===== config.mk =====
export PLATFORM = sky130hd
export DESIGN_NAME = centroid_link_top
export DESIGN_NICKNAME = d
export VERILOG_FILES = /design/src/centroid_link_pkg.sv /design/src/oversample_tick_gen.sv /design/src/uart_lane_rx.sv /design/src/secondary_com_store.sv /design/src/crosshair_overlay.sv /design/src/centroid_link_top.sv
export VERILOG_INCLUDE_DIRS = /design/src
export SDC_FILE = /design/constraint.sdc
export NUM_CORES = 1
export LEC_CHECK = 0
export ABC_AREA = 1
export BUFFER_PORTS_ARGS = -buffer_cell sky130_fd_sc_hd__buf_2
export CELL_PAD_IN_SITES_DETAIL_PLACEMENT = 1
export CELL_PAD_IN_SITES_GLOBAL_PLACEMENT = 1
export CORE_MARGIN = 10
export CORE_UTILIZATION = 42
export CTS_CLUSTER_SIZE = 14
export DETAILED_ROUTE_END_ITERATION = 10
export GPL_ROUTABILITY_DRIVEN = 0
export MAX_ROUTING_LAYER = met4
export PLACE_DENSITY = 0.85
export RECOVER_POWER = 100
export REMOVE_ABC_BUFFERS = 1
export SETUP_SLACK_MARGIN = 0.4
export SLEW_MARGIN = 30
export SYNTH_ARGS = -nofsm -noshare
export SYNTH_HDL_FRONTEND = slang
export SYNTH_SLANG_ARGS = --single-unit

===== constraint.sdc =====
create_clock -name clk_pixel -period 3.7 [get_ports clk_pixel]
set_input_delay 0.555 -clock clk_pixel [delete_from_list [all_inputs] [get_ports clk_pixel]]
set_output_delay 0.555 -clock clk_pixel [all_outputs]
set_load 0.01 [all_outputs]

===== src/centroid_link_cfg.svh =====
`ifndef CENTROID_LINK_CFG_SVH
`define CENTROID_LINK_CFG_SVH

// active video area
`define SCREEN_W 1280
`define SCREEN_H 720

// four centroids per board, one x lane and one y lane each
`define NUM_COMS 4
`define NUM_LANES 8

// 74.25 MHz / 40 / 16 gives roughly 115 kbaud
`define CLKS_PER_TICK 40
`define TICKS_PER_BIT 16

// 11 data bits per frame, wide enough for an x coordinate
`define COM_WORD_W 11

// local crosshairs: red, green, blue, white
`define COLOR_LOCAL0 24'hFF0000
`define COLOR_LOCAL1 24'h00FF00
`define COLOR_LOCAL2 24'h0000FF
`define COLOR_LOCAL3 24'hFFFFFF

// secondary crosshairs: yellow, purple, orange, black
`define COLOR_SEC0 24'hFFFF00
`define COLOR_SEC1 24'hFF00FF
`define COLOR_SEC2 24'hFF8000
`define COLOR_SEC3 24'h000000

`endif


===== src/centroid_link_pkg.sv =====
`default_nettype none

`include "centroid_link_cfg.svh"

package centroid_link_pkg;

  // ====================
  // pixel coordinates
  // ====================

  // 11 bits reach 2047, enough for 1280 columns
  typedef logic [$clog2(`SCREEN_W)-1:0] hpos_t;
  // 10 bits reach 1023, enough for 720 rows
  typedef logic [$clog2(`SCREEN_H)-1:0] vpos_t;

  // raw payload of one lane frame
  typedef logic [`COM_WORD_W-1:0] com_word_t;

  // red in the top byte, then green, then blue
  typedef logic [23:0] rgb_t;

  // ====================
  // lane receiver
  // ====================

  typedef enum logic [1:0] {
    RX_IDLE,
    RX_START,
    RX_DATA,
    RX_STOP
  } rx_state_e;

endpackage

`default_nettype wire


===== src/oversample_tick_gen.sv =====
`default_nettype none

`include "centroid_link_cfg.svh"

module oversample_tick_gen (
  input  logic clk_pixel,
  input  logic recent_reset,
  output logic tick_o
);

  localparam int CNT_W = $clog2(`CLKS_PER_TICK);
  localparam logic [CNT_W-1:0] CNT_LAST = CNT_W'(`CLKS_PER_TICK - 1);

  logic [CNT_W-1:0] cnt_q;

  // free-running divider, one tick per wrap
  always_ff @(posedge clk_pixel) begin
    if (recent_reset) begin
      cnt_q  <= '0;
      tick_o <= 1'b0;
    end else begin
      tick_o <= 1'b0;
      if (cnt_q == CNT_LAST) begin
        cnt_q  <= '0;
        tick_o <= 1'b1;
      end else begin
        cnt_q <= cnt_q + 1'b1;
      end
    end
  end

  // all lanes count ticks, so a double tick would skew every bit slot
  a_tick_single : assert property (
    @(posedge clk_pixel) disable iff (recent_reset) tick_o |=> !tick_o
  );

endmodule

`default_nettype wire


===== src/uart_lane_rx.sv =====
`default_nettype none

`include "centroid_link_cfg.svh"

module uart_lane_rx
  import centroid_link_pkg::*;
(
  input  logic      clk_pixel,
  input  logic      recent_reset,
  input  logic      rx_i,
  input  logic      tick_i,
  output com_word_t word_o,
  output logic      word_strobe_o
);

  localparam int TCNT_W = $clog2(`TICKS_PER_BIT);
  localparam int BCNT_W = $clog2(`COM_WORD_W);

  // half a bit lands in the middle of the start bit
  localparam logic [TCNT_W-1:0] TICK_MID  = TCNT_W'(`TICKS_PER_BIT / 2 - 1);
  localparam logic [TCNT_W-1:0] TICK_LAST = TCNT_W'(`TICKS_PER_BIT - 1);
  localparam logic [BCNT_W-1:0] BIT_LAST  = BCNT_W'(`COM_WORD_W - 1);

  // ====================
  // input synchronizer
  // ====================

  logic rx_meta;
  logic rx_sync;
  logic rx_prev;
  logic fall_edge;

  rx_state_e         state_q;
  logic [TCNT_W-1:0] tick_cnt_q;
  logic [BCNT_W-1:0] bit_cnt_q;
  com_word_t         shift_q;

  logic slot_end;
  logic sample_data;
  logic stop_good;

  // line idles high, a frame opens with a high to low step
  assign fall_edge = rx_prev & ~rx_sync;

  // last tick of a full bit slot
  assign slot_end = tick_i && (tick_cnt_q == TICK_LAST);

  assign sample_data = (state_q == RX_DATA) && slot_end;
  assign stop_good   = (state_q == RX_STOP) && slot_end && rx_sync;

  // ====================
  // frame FSM
  // ====================

  always_ff @(posedge clk_pixel) begin
    if (recent_reset) begin
      rx_meta       <= 1'b1;
      rx_sync       <= 1'b1;
      rx_prev       <= 1'b1;
      state_q       <= RX_IDLE;
      tick_cnt_q    <= '0;
      bit_cnt_q     <= '0;
      word_strobe_o <= 1'b0;
    end else begin
      rx_meta       <= rx_i;
      rx_sync       <= rx_meta;
      rx_prev       <= rx_sync;
      word_strobe_o <= 1'b0;

      case (state_q)
        RX_IDLE: begin
          tick_cnt_q <= '0;
          bit_cnt_q  <= '0;
          if (fall_edge) begin
            state_q <= RX_START;
          end
        end

        RX_START: begin
          if (tick_i) begin
            if (tick_cnt_q == TICK_MID) begin
              tick_cnt_q <= '0;
              // line back high mid start bit means a glitch
              state_q    <= rx_sync ? RX_IDLE : RX_DATA;
            end else begin
              tick_cnt_q <= tick_cnt_q + 1'b1;
            end
          end
        end

        RX_DATA: begin
          if (slot_end) begin
            tick_cnt_q <= '0;
            bit_cnt_q  <= bit_cnt_q + 1'b1;
            if (bit_cnt_q == BIT_LAST) begin
              state_q <= RX_STOP;
            end
          end else if (tick_i) begin
            tick_cnt_q <= tick_cnt_q + 1'b1;
          end
        end

        RX_STOP: begin
          if (slot_end) begin
            // low stop sample drops the frame silently
            state_q       <= RX_IDLE;
            word_strobe_o <= rx_sync;
          end else if (tick_i) begin
            tick_cnt_q <= tick_cnt_q + 1'b1;
          end
        end

        default: state_q <= RX_IDLE;
      endcase
    end
  end

  // ====================
  // data path
  // ====================

  // lsb arrives first, so shift in from the top
  always_ff @(posedge clk_pixel) begin
    if (sample_data) begin
      shift_q <= {rx_sync, shift_q[`COM_WORD_W-1:1]};
    end
    if (stop_good) begin
      word_o <= shift_q;
    end
  end

  // the store updates once per strobe cycle, a long pulse would still be one word
  a_strobe_pulse : assert property (
    @(posedge clk_pixel) disable iff (recent_reset) word_strobe_o |=> !word_strobe_o
  );

endmodule

`default_nettype wire


===== src/secondary_com_store.sv =====
`default_nettype none

`include "centroid_link_cfg.svh"

module secondary_com_store
  import centroid_link_pkg::*;
(
  input  logic                  clk_pixel,
  input  logic                  recent_reset,
  input  com_word_t             lane_word_i   [`NUM_LANES],
  input  logic [`NUM_LANES-1:0] lane_strobe_i,
  output hpos_t                 sec_x_o       [`NUM_COMS],
  output vpos_t                 sec_y_o       [`NUM_COMS]
);

  // ====================
  // lane to centroid map
  // ====================

  // lanes 0..3 carry x of centroid 0..3
  // lanes 4..7 carry y of the same centroids
  // x and y land independently, so a centroid may be half updated for a while

  always_ff @(posedge clk_pixel) begin
    if (recent_reset) begin
      // all-ones sits past both screen edges, so nothing is drawn
      for (int i = 0; i < `NUM_COMS; i++) begin
        sec_x_o[i] <= '1;
        sec_y_o[i] <= '1;
      end
    end else begin
      for (int i = 0; i < `NUM_COMS; i++) begin
        if (lane_strobe_i[i]) begin
          sec_x_o[i] <= lane_word_i[i];
        end
        // y words are padded to 11 bits by the sender, top bit dropped here
        if (lane_strobe_i[i + `NUM_COMS]) begin
          sec_y_o[i] <= lane_word_i[i + `NUM_COMS][$bits(vpos_t)-1:0];
        end
      end
    end
  end

endmodule

`default_nettype wire


===== src/crosshair_overlay.sv =====
`default_nettype none

`include "centroid_link_cfg.svh"

module crosshair_overlay
  import centroid_link_pkg::*;
(
  input  logic  clk_pixel,
  input  logic  recent_reset,
  input  hpos_t hpos_i,
  input  vpos_t vpos_i,
  input  logic  active_i,
  input  rgb_t  pixel_i,
  input  logic  com_valid_i,
  input  hpos_t local_x_i [`NUM_COMS],
  input  vpos_t local_y_i [`NUM_COMS],
  input  hpos_t sec_x_i   [`NUM_COMS],
  input  vpos_t sec_y_i   [`NUM_COMS],
  output rgb_t  pixel_o
);

  // colour per crosshair, index matches centroid number
  localparam rgb_t LOCAL_COLORS [`NUM_COMS] = '{
    `COLOR_LOCAL0, `COLOR_LOCAL1, `COLOR_LOCAL2, `COLOR_LOCAL3
  };
  localparam rgb_t SEC_COLORS [`NUM_COMS] = '{
    `COLOR_SEC0, `COLOR_SEC1, `COLOR_SEC2, `COLOR_SEC3
  };

  hpos_t loc_x_q [`NUM_COMS];
  vpos_t loc_y_q [`NUM_COMS];
  rgb_t  pixel_d;

  // ====================
  // local centroid hold
  // ====================

  // tracker strobes a full set at once, keep it until the next one
  always_ff @(posedge clk_pixel) begin
    if (recent_reset) begin
      // off-screen until the tracker reports
      for (int i = 0; i < `NUM_COMS; i++) begin
        loc_x_q[i] <= '1;
        loc_y_q[i] <= '1;
      end
    end else if (com_valid_i) begin
      for (int i = 0; i < `NUM_COMS; i++) begin
        loc_x_q[i] <= local_x_i[i];
        loc_y_q[i] <= local_y_i[i];
      end
    end
  end

  // ====================
  // crosshair painter
  // ====================

  // walk crosshairs from local 0 up to secondary 3
  // each match overwrites, so the last one in the walk wins
  always_comb begin
    pixel_d = pixel_i;
    for (int i = 0; i < `NUM_COMS; i++) begin
      if ((vpos_i == loc_y_q[i]) || (hpos_i == loc_x_q[i])) begin
        pixel_d = LOCAL_COLORS[i];
      end
    end
    for (int i = 0; i < `NUM_COMS; i++) begin
      if ((vpos_i == sec_y_i[i]) || (hpos_i == sec_x_i[i])) begin
        pixel_d = SEC_COLORS[i];
      end
    end
    // blanking is always black
    if (!active_i) begin
      pixel_d = '0;
    end
  end

  // one register stage breaks the compare chain from the output
  always_ff @(posedge clk_pixel) begin
    if (recent_reset) begin
      pixel_o <= '0;
    end else begin
      pixel_o <= pixel_d;
    end
  end

  // all-ones coordinates only hide a crosshair if active stays on screen
  a_active_on_screen : assert property (
    @(posedge clk_pixel) disable iff (recent_reset)
    active_i |-> (hpos_i < `SCREEN_W) && (vpos_i < `SCREEN_H)
  );

endmodule

`default_nettype wire


===== src/centroid_link_top.sv =====
`default_nettype none

`include "centroid_link_cfg.svh"

module centroid_link_top
  import centroid_link_pkg::*;
(
  input  logic                  clk_pixel,
  input  logic                  recent_reset,
  // serial lines from the secondary board
  input  logic [`NUM_LANES-1:0] rx_i,
  // video position and pixel stream
  input  hpos_t                 hpos_i,
  input  vpos_t                 vpos_i,
  input  logic                  active_i,
  input  rgb_t                  pixel_i,
  // local tracker results
  input  logic                  com_valid_i,
  input  hpos_t                 local_x_i [`NUM_COMS],
  input  vpos_t                 local_y_i [`NUM_COMS],
  output rgb_t                  pixel_o
);

  logic                  tick;
  com_word_t             lane_word   [`NUM_LANES];
  logic [`NUM_LANES-1:0] lane_strobe;
  hpos_t                 sec_x       [`NUM_COMS];
  vpos_t                 sec_y       [`NUM_COMS];

  // ====================
  // secondary link
  // ====================

  // one tick source keeps all lanes on the same oversampling grid
  oversample_tick_gen u_tick_gen (
    .clk_pixel    (clk_pixel),
    .recent_reset (recent_reset),
    .tick_o       (tick)
  );

  for (genvar g = 0; g < `NUM_LANES; g++) begin : g_lane
    uart_lane_rx u_lane_rx (
      .clk_pixel     (clk_pixel),
      .recent_reset  (recent_reset),
      .rx_i          (rx_i[g]),
      .tick_i        (tick),
      .word_o        (lane_word[g]),
      .word_strobe_o (lane_strobe[g])
    );
  end

  secondary_com_store u_store (
    .clk_pixel     (clk_pixel),
    .recent_reset  (recent_reset),
    .lane_word_i   (lane_word),
    .lane_strobe_i (lane_strobe),
    .sec_x_o       (sec_x),
    .sec_y_o       (sec_y)
  );

  // ====================
  // overlay
  // ====================

  crosshair_overlay u_overlay (
    .clk_pixel    (clk_pixel),
    .recent_reset (recent_reset),
    .hpos_i       (hpos_i),
    .vpos_i       (vpos_i),
    .active_i     (active_i),
    .pixel_i      (pixel_i),
    .com_valid_i  (com_valid_i),
    .local_x_i    (local_x_i),
    .local_y_i    (local_y_i),
    .sec_x_i      (sec_x),
    .sec_y_i      (sec_y),
    .pixel_o      (pixel_o)
  );

endmodule

`default_nettype wire


Word-level counts from Yosys, hierarchy flattened
Memory sizes are Yosys's and may differ from the RTL's.
Cells that the tools add are included.
Storage, ports and cells
  register bits after elaboration: 399
  bits in latches: 0
  memory bits (writable): 84
  memory bits (read-only): 0
  output and inout bits: 24
  memories: 2
Operators by class
  add/subtract/negate cells: 17
  $mul: 0
  divide/modulo/power cells: 0
  magnitude comparators: 0
  eq/ne operators: 121
  shift-type cells: 0
  multiplexer cells: 149
  bitwise gates (word level): 41
  reduce and logical (&&, ||, !) cells: 92
Memories
  u_overlay.loc_x_q: words 4, width 11, read ports 4, clocked after Yosys merged registers in 0, write ports 4, line crosshair_overlay.sv:30  | hpos_t loc_x_q [`NUM_COMS];
  u_overlay.loc_y_q: words 4, width 10, read ports 4, clocked after Yosys merged registers in 0, write ports 4, line crosshair_overlay.sv:31  | vpos_t loc_y_q [`NUM_COMS];
Operators by type and width (count)
  $mux W4: 48
  $mux W24: 7
  $pmux W4 S4: 8
  $mux W2: 56
  $eq A11 B11 Y1: 8
  $eq A10 B10 Y1: 8
  $add A4 B1 Y4 const B: 16
  $eq A4 B4 Y1 const B: 16
  $ne A2 B1 Y1 const B: 32
  $pmux W2 S4: 8
  $pmux W4 S2: 8
  $ne A2 B2 Y1 const B: 24
  $reduce_and A6 Y1: 8
  $mux W11: 4
  $mux W10: 4
  $eq A2 B2 Y1 const B: 16
  $eq A4 B3 Y1 const B: 8
  $logic_and A1 B1 Y1: 32
  $reduce_and A2 Y1: 16
  $reduce_or A3 Y1: 9
  $not A1 Y1: 25
  $eq A2 B1 Y1 const B: 8
  $logic_not A2 Y1: 8
  $reduce_bool A2 Y1: 8
  9 further kinds: 35

Depth between registers and ports, before layout
Gate-level depths: netlist (run 1).
  word-level depth: 9
  gate-level depth with buffers: 14
  mapped depth without buffers: 13

Cells and area by module
A second synthesis (run 1) with hierarchy kept.
Second synthesis, totals
  cell total of the unflattened synthesis: 2532
  area total of the unflattened synthesis: 22074.9 um^2
Modules (own cells, without submodules)
  uart_lane_rx (g_lane[0].u_lane_rx ...): instances 7, cells each 158, area each 1495.2 um^2, seq. area each 940.9 um^2
  crosshair_overlay: instances 1, cells each 876, area each 6902.9 um^2, seq. area each 3002.9 um^2
  secondary_com_store: instances 1, cells each 366, area each 2915.3 um^2, seq. area each 1681.6 um^2
  uart_lane_rx (g_lane[2].u_lane_rx): instances 1, cells each 147, area each 1501.4 um^2, seq. area each 940.9 um^2
  oversample_tick_gen: instances 1, cells each 37, area each 289.0 um^2, seq. area each 140.1 um^2

Worst setup path after synthesis (run 1)
OpenSTA, ideal clock, no wires.
  kind: input to register
  start point: input port recent_reset
  end point: memory u_overlay.loc_x_q[0][0] in the netlist's numbering, enable pin
  library setup time: 819 ps
  data arrival time: 2785 ps
  data required time: 2881 ps
  slack: 97 ps
  cell stages on the path: 5
  cells stage by stage: buf_2 > inv_1 > clkbuf_1 > clkbuf_1 > nand2_1
RTL lines
  from (decl): line centroid_link_top.sv:9  | input logic recent_reset,
  to (decl): line crosshair_overlay.sv:30

Worst setup path in the final report (run 1)
  start point: register u_tick_gen.tick_o
  end point: register g_lane[2].u_lane_rx.bit_cnt_q[3]
On the way
  longest elaborated chain between the ends: 3
Ends and longest elaborated chain
  from (decl): line oversample_tick_gen.sv:8  | output logic tick_o
  from (signal assigned): line oversample_tick_gen.sv:20  | tick_o <= 1'b0;
  from (signal assigned): line oversample_tick_gen.sv:22  | tick_o <= 1'b0;
  from (signal assigned): line oversample_tick_gen.sv:25  | tick_o <= 1'b1;
  $logic_and A1 B1 Y1: line uart_lane_rx.sv:46  | assign slot_end = tick_i && (tick_cnt_q == TICK_LAST);
  $ne A2 B1 Y1 (no source line)
  $reduce_and A2 Y1 (no source line)
  to (signal assigned): line uart_lane_rx.sv:94  | bit_cnt_q <= bit_cnt_q + 1'b1;
  to (decl): line uart_lane_rx.sv:35  | logic [BCNT_W-1:0] bit_cnt_q;
No other way between the ends.
A chain may end at the register's enable or synchronous reset.

==> flow_metrics.py, run 1 <==
metrics = {
    "floorplan": {
        "initial_core_util_pct": 42.3,
        "fp.dieH_um": 242,
        "die_w_um": 242,
        "design.core.area_um2": 48700,
        "std_cell_rows": 81,
        "die_area_um2": 58400,
        "io_pins": 165,
    },
    "synthesis": {
        "syn-cell-area_um2": 20600,
        "synth.distinct_cells": 55,
        "synthCells": 2155,
        "synth-edff-count": 256,
        "synth-seq-cells": 483,
        "synth_ff_type": "edfxtp_1",
        "syn_avg_cell_area_um2": 9.57,
        "ys_warn_count": 0,
        "synthArstFlopShare_pct": 0,
        "yosysSeqAreaShare_pct": 59.3,
    },
    "detailed_routing": {
        "routed_wl_um": 56300,
        "drc": 0,
        "postRouteAntennaNets": 0,
        "routedWlPerCell_um": 18.7,
        "dr.pass1.iters": 5,
        "via_per_inst": 5.13,
        "dr.first_iter.drc_count": 866,
        "vias": 15400,
    },
    "global_routing": {
        "grt_overflow": 0,
        "antenna_found_initial": 1,
        "grt_max_degree": 74,
        "grt_pass1_vias": 16800,
        "grt_first_pass_wirelength_um": 90700,
        "grt_util_all_layers_pct": 19.5,
    },
    "pwr": {
        "ir_drop_mv": 0.255,
        "p_leak_nw": 9.59,
        "powerDensity_nw_per_um2": 501,
    },
    "sta": {
        "tightest_slew_ns": 1.70,
        "final.min_clock_period_ns": 3.13,
        "slew_headroom_pct": -13.2,
        "fmax_mhz": 320,
        "whs_ns": 0.171,
        "maxSlewViolCount": 176,
        "grt_setup_unrepaired": "false",
        "setup_viol": 0,
        "finClkSkew_ns": 0.0224,
        "hold_viol": 0,
        "period_share_pct": 84.6,
    },
    "setup_path": {
        "start_kind": "register",
        "path_cells": "inv_1 -> nor3_1 -> clkinv_1 -> nor2_2 -> inv_1 -> nand2_1 -> nand4_1 -> o21ai_0 -> a21oi_1",
        "slowest_delay_ns": 0.65,
        "cpMostUsedCell": "inv_1",
        "crit_buf_inv": 3,
        "cp.arrival_ns": 3.58,
        "critPathTopFamily": "simple AND/OR/NAND/NOR gates",
        "cp-end-kind": "register",
        "required_ns": 4.15,
        "cp_slowest_cell": "dfxtp_1",
        "worst-setup-path-type": "reg -> reg",
        "cp_max_fo": 20,
    },
    "clock_tree": {
        "root_buffer": "clkbuf_16",
        "cts.repair.resized": 0,
        "clk_path_buf_depth": 3,
        "cts_sinks": 483,
        "cts_made_buffers": 46,
        "htreeDepth": 2,
        "ctsHoldBuffers": 0,
        "post_cts_buffers": 0,
        "clk_pin_slew_ns": 0.06,
        "clk_latency_ns": 0.58,
        "cts_tree": "done",
    },
    "layout": {
        "seq_area_um2": 12200,
        "post-route-util_pct": 47.9,
        "finalNetCount": 2471,
        "drive_above_1_share_pct": 12.0,
        "design_area_um2": 23400,
        "layoutNonFillerInstCount": 3008,
        "multiInputGateArea_um2": 6870,
        "num-fill-cells": 5510,
        "area_delta_synth_final_pct": 13.2,
    },
    "run_status": {
        "outcome": "finished, violations left",
        "failed_checks": "max-capacitance violations, max-slew violations",
    },
    "hold_path": {
        "min_path_type": "in -> reg",
    },
    "placed_design": {
        "io_buffers": 164,
        "postPlaceCellArea_um2": 21900,
        "dpl.hpwl_um": 39900,
        "dpl.cell_count": 2921,
    },
    "flow_run": {
        "maxCapViolCount": 3,
    },
}
flip-flops by register name (all words and copies together) (netlist names), named ones only:
name,count
u_overlay.loc_x_q,44
u_tick_gen.tick_o,1
g_lane.u_lane_rx.state_q,8
g_lane.u_lane_rx.rx_prev,8
g_lane.u_lane_rx.shift_q,88
g_lane.u_lane_rx.bit_cnt_q,32
u_overlay.loc_y_q,40
g_lane.u_lane_rx.word_o,84
g_lane.u_lane_rx.rx_sync,8
g_lane.u_lane_rx.rx_meta,8
g_lane.u_lane_rx.word_strobe_o,8
u_store.sec_x_o,44
u_tick_gen.cnt_q,6
g_lane.u_lane_rx.tick_cnt_q,32
u_overlay.pixel_o,24
u_store.sec_y_o,40
placed cells by master (no fill, tap or decap), drive strengths merged:
| cell type | synthesis | routed |
|---|---|---|
| o2111ai | 2 | 2 |
| nand2 | 529 | 529 |
| and3 | 5 | 5 |
| o31ai | 1 | 1 |
| o221ai | 1 | 1 |
| nor3 | 36 | 36 |
| diode | 0 | 1 |
| clkbuf | 30 | 100 |
| a21oi | 102 | 102 |
| nor2 | 147 | 147 |
| nand3b | 3 | 3 |
| o211ai | 3 | 3 |
| inv | 266 | 262 |
| bufinv | 0 | 4 |
| nand3 | 167 | 167 |
| nor4 | 6 | 6 |
| edfxtp | 256 | 256 |
| clkinvlp | 0 | 3 |
| a22oi | 8 | 8 |
| o21a | 1 | 1 |
| nor3b | 2 | 2 |
| a31oi | 5 | 5 |
| o41ai | 1 | 1 |
| xnor2 | 67 | 67 |
| clkinv | 3 | 17 |
| o32ai | 1 | 1 |
| buf | 38 | 139 |
| o22ai | 15 | 15 |
| xor2 | 63 | 63 |
| ha | 25 | 25 |
| or2 | 40 | 40 |
| o21ai | 79 | 79 |
| nand4 | 25 | 25 |
| a32oi | 1 | 1 |
| dfxtp | 227 | 227 |
metal layers:
layer	GRT usage [%]	vias up	share of wire, %
met5	-	-	0
met4	6.61	0	2.8
met3	2.89	104	4.3
met2	34.7	351	52
met1	21.9	7623	41
li1	-	7341	-
final timing paths:
path                                    start                               end  slack, ns  cells past startpoint
hold reg to reg   g_lane[2].u_lane_rx.rx_meta       g_lane[2].u_lane_rx.rx_sync       0.41                      1
setup reg to reg            u_tick_gen.tick_o  g_lane[2].u_lane_rx.bit_cnt_q[3]       0.57                      9
hold / removal                        rx_i[6]       g_lane[6].u_lane_rx.rx_meta       0.17                      2
setup / recovery            u_tick_gen.tick_o  g_lane[2].u_lane_rx.bit_cnt_q[3]       0.57                      9
cell type report:
type	count	share of cell area, %
Antenna cell	1	0.0107
Inverter	269	4.40
Tap cell	664	3.56
Sequential cell	483	52.4
Clock inverter	17	0.782
Multi-Input combinational cell	1335	29.4
Clock buffer	69	5.96
Timing Repair Buffer	170	3.50
power breakdown:
part | leakage [nW] | internal, mW | total (mW) | switching [mW]
Sequential | 4.17 | 5.74 | 5.84 | 0.0964
Clock | 0.766 | 2.88 | 4.91 | 2.03
Combinational | 4.65 | 0.318 | 0.955 | 0.638
Total | 9.59 | 8.94 | 11.7 | 2.77
cells in the mapped netlist, types with 20 or more instances:
cell type,number,area (µm²)
a21oi_1,100,500
buf_6,22,248
clkbuf_1,30,113
dfxtp_1,227,4540
edfxtp_1,256,7690
ha_1,25,313
inv_1,239,897
inv_2,22,82.6
nand2_1,520,1950
nand3_1,155,776
nand4_1,25,156
nor2_1,134,503
nor3_1,34,170
o21ai_0,48,240
o21ai_1,30,150
or2_2,20,125
xnor2_1,67,587
xor2_1,62,543
through the flow:
step | worst slack (ns) | TNS [ns] | total power [mW]
after floorplan | -1.60 | -134.01 | 6.54
after global placement | 1.24 | 0 | 6.85
after detailed placement | 0.907 | 0 | 6.91
after CTS | 0.814 | 0 | 11.8
after global routing | 0.338 | 0 | 12.2
final | 0.571 | 0 | 11.7
cells by family (layout without fill, tap and decap cells):
kind of cell,count (synthesis),in the layout,synth area share (%)
adders and majority gates,25,25,1.52
DFF,483,483,59.3
xor gates and xnor gates,130,130,5.55
AOI/OAI and AO/OA,220,220,5.78
and+or+nand+nor,960,960,20.8
buffers and inverters,337,525,7.08
other,0,1,0
worst register-to-register path, cell delays in order, from the launching register on:
cell      delay (ns)
dfxtp_1         0.65
inv_1           0.53
nor3_1          0.43
clkinv_1        0.22
nor2_2          0.52
inv_1           0.16
nand2_1         0.16
nand4_1         0.11
o21ai_0         0.17
a21oi_1         0.06
(Power assumes the default switching activity.)
==> run 2: changes to the inputs <==
==> constraint.sdc (replaced) <==
create_clock -name clk_pixel -period 2.8 [get_ports clk_pixel]
set_input_delay 0.42 -clock clk_pixel [delete_from_list [all_inputs] [get_ports clk_pixel]]
set_output_delay 0.42 -clock clk_pixel [all_outputs]
set_load 0.01 [all_outputs]
==> run 2 against run 1 <==
Effect of this change:
- the flow now finishes without violations
- core utilization is 0.25 points higher
- routed wire length is 2.2% higher
- clock skew is 0.0080 ns lower
- critical path type unchanged
- clock power is 30% higher
- largest power group unchanged
- power is 31% higher
- non-clock buffer count is 18 higher
- critical path depth is 2 higher
- critical endpoint is now g_lane[5].u_lane_rx.bit_cnt_q[3]
==> flow_metrics.py, run 2 (synthesized netlist as in run 1, its figures left out) <==
metrics = {
    "run_status": {
        "outcome": "completed",
    },
    "global_routing": {
        "grt_util_all_layers_pct": 19.6,
        "grt_first_pass_wirelength_um": 90900,
        "grt_max_degree": 121,
        "antenna_found_initial": 2,
        "grt_overflow": 0,
        "grt_pass1_vias": 16700,
    },
    "clock_tree": {
        "cts_tree": "done",
        "clk_path_buf_depth": 3,
        "cts.repair.resized": 0,
        "clk_pin_slew_ns": 0.06,
        "cts_made_buffers": 47,
        "cts_sinks": 483,
        "ctsHoldBuffers": 1,
        "clk_latency_ns": 0.58,
        "htreeDepth": 2,
        "post_cts_buffers": 0,
        "root_buffer": "clkbuf_16",
    },
    "detailed_routing": {
        "routedWlPerCell_um": 19.0,
        "vias": 15500,
        "dr.first_iter.drc_count": 857,
        "dr.pass1.iters": 5,
        "via_per_inst": 5.12,
        "drc": 0,
        "routed_wl_um": 57500,
        "postRouteAntennaNets": 0,
    },
    "sta": {
        "slew_headroom_pct": 15.5,
        "setup_viol": 0,
        "grt_setup_unrepaired": "false",
        "hold_viol": 0,
        "period_share_pct": 84.1,
        "fmax_mhz": 425,
        "finClkSkew_ns": 0.0144,
        "tightest_slew_ns": 1.27,
        "maxSlewViolCount": 0,
        "final.min_clock_period_ns": 2.35,
    },
    "setup_path": {
        "worst-setup-path-type": "reg -> reg",
        "slowest_delay_ns": 0.55,
        "path_cells": "buf_12 -> nand2_1 -> nor2_1 -> clkinv_1 -> nor2_1 -> buf_4 -> inv_1 -> nand2_1 -> nand4_1 -> o21ai_0 -> a21oi_1",
        "cp.arrival_ns": 2.82,
        "crit_buf_inv": 4,
        "cp_slowest_cell": "dfxtp_1",
        "critPathTopFamily": "simple AND/OR/NAND/NOR gates",
        "required_ns": 3.27,
        "cp_max_fo": 15,
        "cp-end-kind": "register",
        "start_kind": "register",
    },
    "pwr": {
        "p_seq_share_pct": 50.3,
        "totalPowerFinal_mw": 15.4,
        "power.share.switching_pct": 24.0,
        "powerDensity_nw_per_um2": 655,
        "internal-power_mw": 11.7,
        "p_leak_nw": 9.63,
        "power_frac_comb_pct": 8.3,
        "ir_drop_mv": 0.396,
        "clkPwrFrac_pct": 41.5,
        "p_sw_mw": 3.69,
    },
    "floorplan": {
        "die_area_um2": 58400,
        "io_pins": 165,
        "initial_core_util_pct": 42.3,
        "fp.dieH_um": 242,
        "die_w_um": 242,
        "design.core.area_um2": 48700,
        "std_cell_rows": 81,
    },
    "placed_design": {
        "io_buffers": 164,
        "dpl.hpwl_um": 40700,
    },
    "layout": {
        "num-fill-cells": 5565,
        "post-route-util_pct": 48.2,
        "area_delta_synth_final_pct": 13.8,
        "final_common_cell": "nand2_1",
        "largest_reg_flops": 88,
        "final_cell_mix": "nand2_1 (523), edfxtp_1 (256), inv_1 (242)",
        "top_register": "g_lane.u_lane_rx.shift_q",
        "finalNetCount": 2490,
        "top_regs": "g_lane.u_lane_rx.shift_q (88), g_lane.u_lane_rx.word_o (84)",
        "drive_above_1_share_pct": 12.1,
    },
    "hold_path": {
        "min_path_type": "in -> reg",
    },
    "flow_run": {
        "maxCapViolCount": 0,
    },
}
==> run 2: final cells by class <==
cell class	instances	area, µm²	share of cell area (%)
Sequential cell	483	12200	52.1
Multi-Input combinational cell	1335	6880	29.3
Clock buffer	67	1310	5.60
Inverter	269	1030	4.38
Timing Repair Buffer	188	962	4.10
Tap cell	664	831	3.54
Clock inverter	21	220	0.938
Antenna cell	3	7.51	0.0320
==> run 2: stage by stage <==
stage / worst slack, ns / TNS [ns] / instance area (µm²) / hold WS, ns / std cells
after floorplan: -2.36 / -246.09 / 20200 / 0.389 / 2087
after global placement: 0.728 / 0 / 22100 / 0.397 / 2938
after detailed placement: 0.668 / 0 / 22100 / 0.398 / 2938
after CTS: 0.596 / 0 / 23600 / 0.00560 / 3027
after global routing: 0.271 / 0 / 23500 / 0.0106 / 3029
final: 0.446 / 0 / 23500 / 0.0267 / 3030
==> run 2: power groups by stage <==
stage	clock network [mW]	logic [mW]	registers, mW
detailed placement	0	1.26	7.87
global route	6.78	1.42	7.74
global placement	0	1.18	7.86
finish	6.37	1.27	7.73
CTS	6.47	1.29	7.73
floorplan	0	0.801	7.84
==> run 2: path summary, 6_finish.rpt <==
kind	from	endpoint	slack, ns	cells after the start
min	rx_i[7]	g_lane[7].u_lane_rx.rx_meta	0.03	2
min reg2reg	g_lane[3].u_lane_rx.rx_meta	g_lane[3].u_lane_rx.rx_sync	0.41	1
max reg2reg	u_tick_gen.tick_o	g_lane[5].u_lane_rx.bit_cnt_q[3]	0.45	11
max	u_tick_gen.tick_o	g_lane[5].u_lane_rx.bit_cnt_q[3]	0.45	11
==> run 2: routing by layer <==
| metal | track usage (%) | wire length [µm] |
|---|---|---|
| met5 | - | 0 |
| met4 | 5.86 | 1440 |
| met3 | 3.19 | 2360 |
| met2 | 35.3 | 30000 |
| met1 | 21.8 | 23700 |
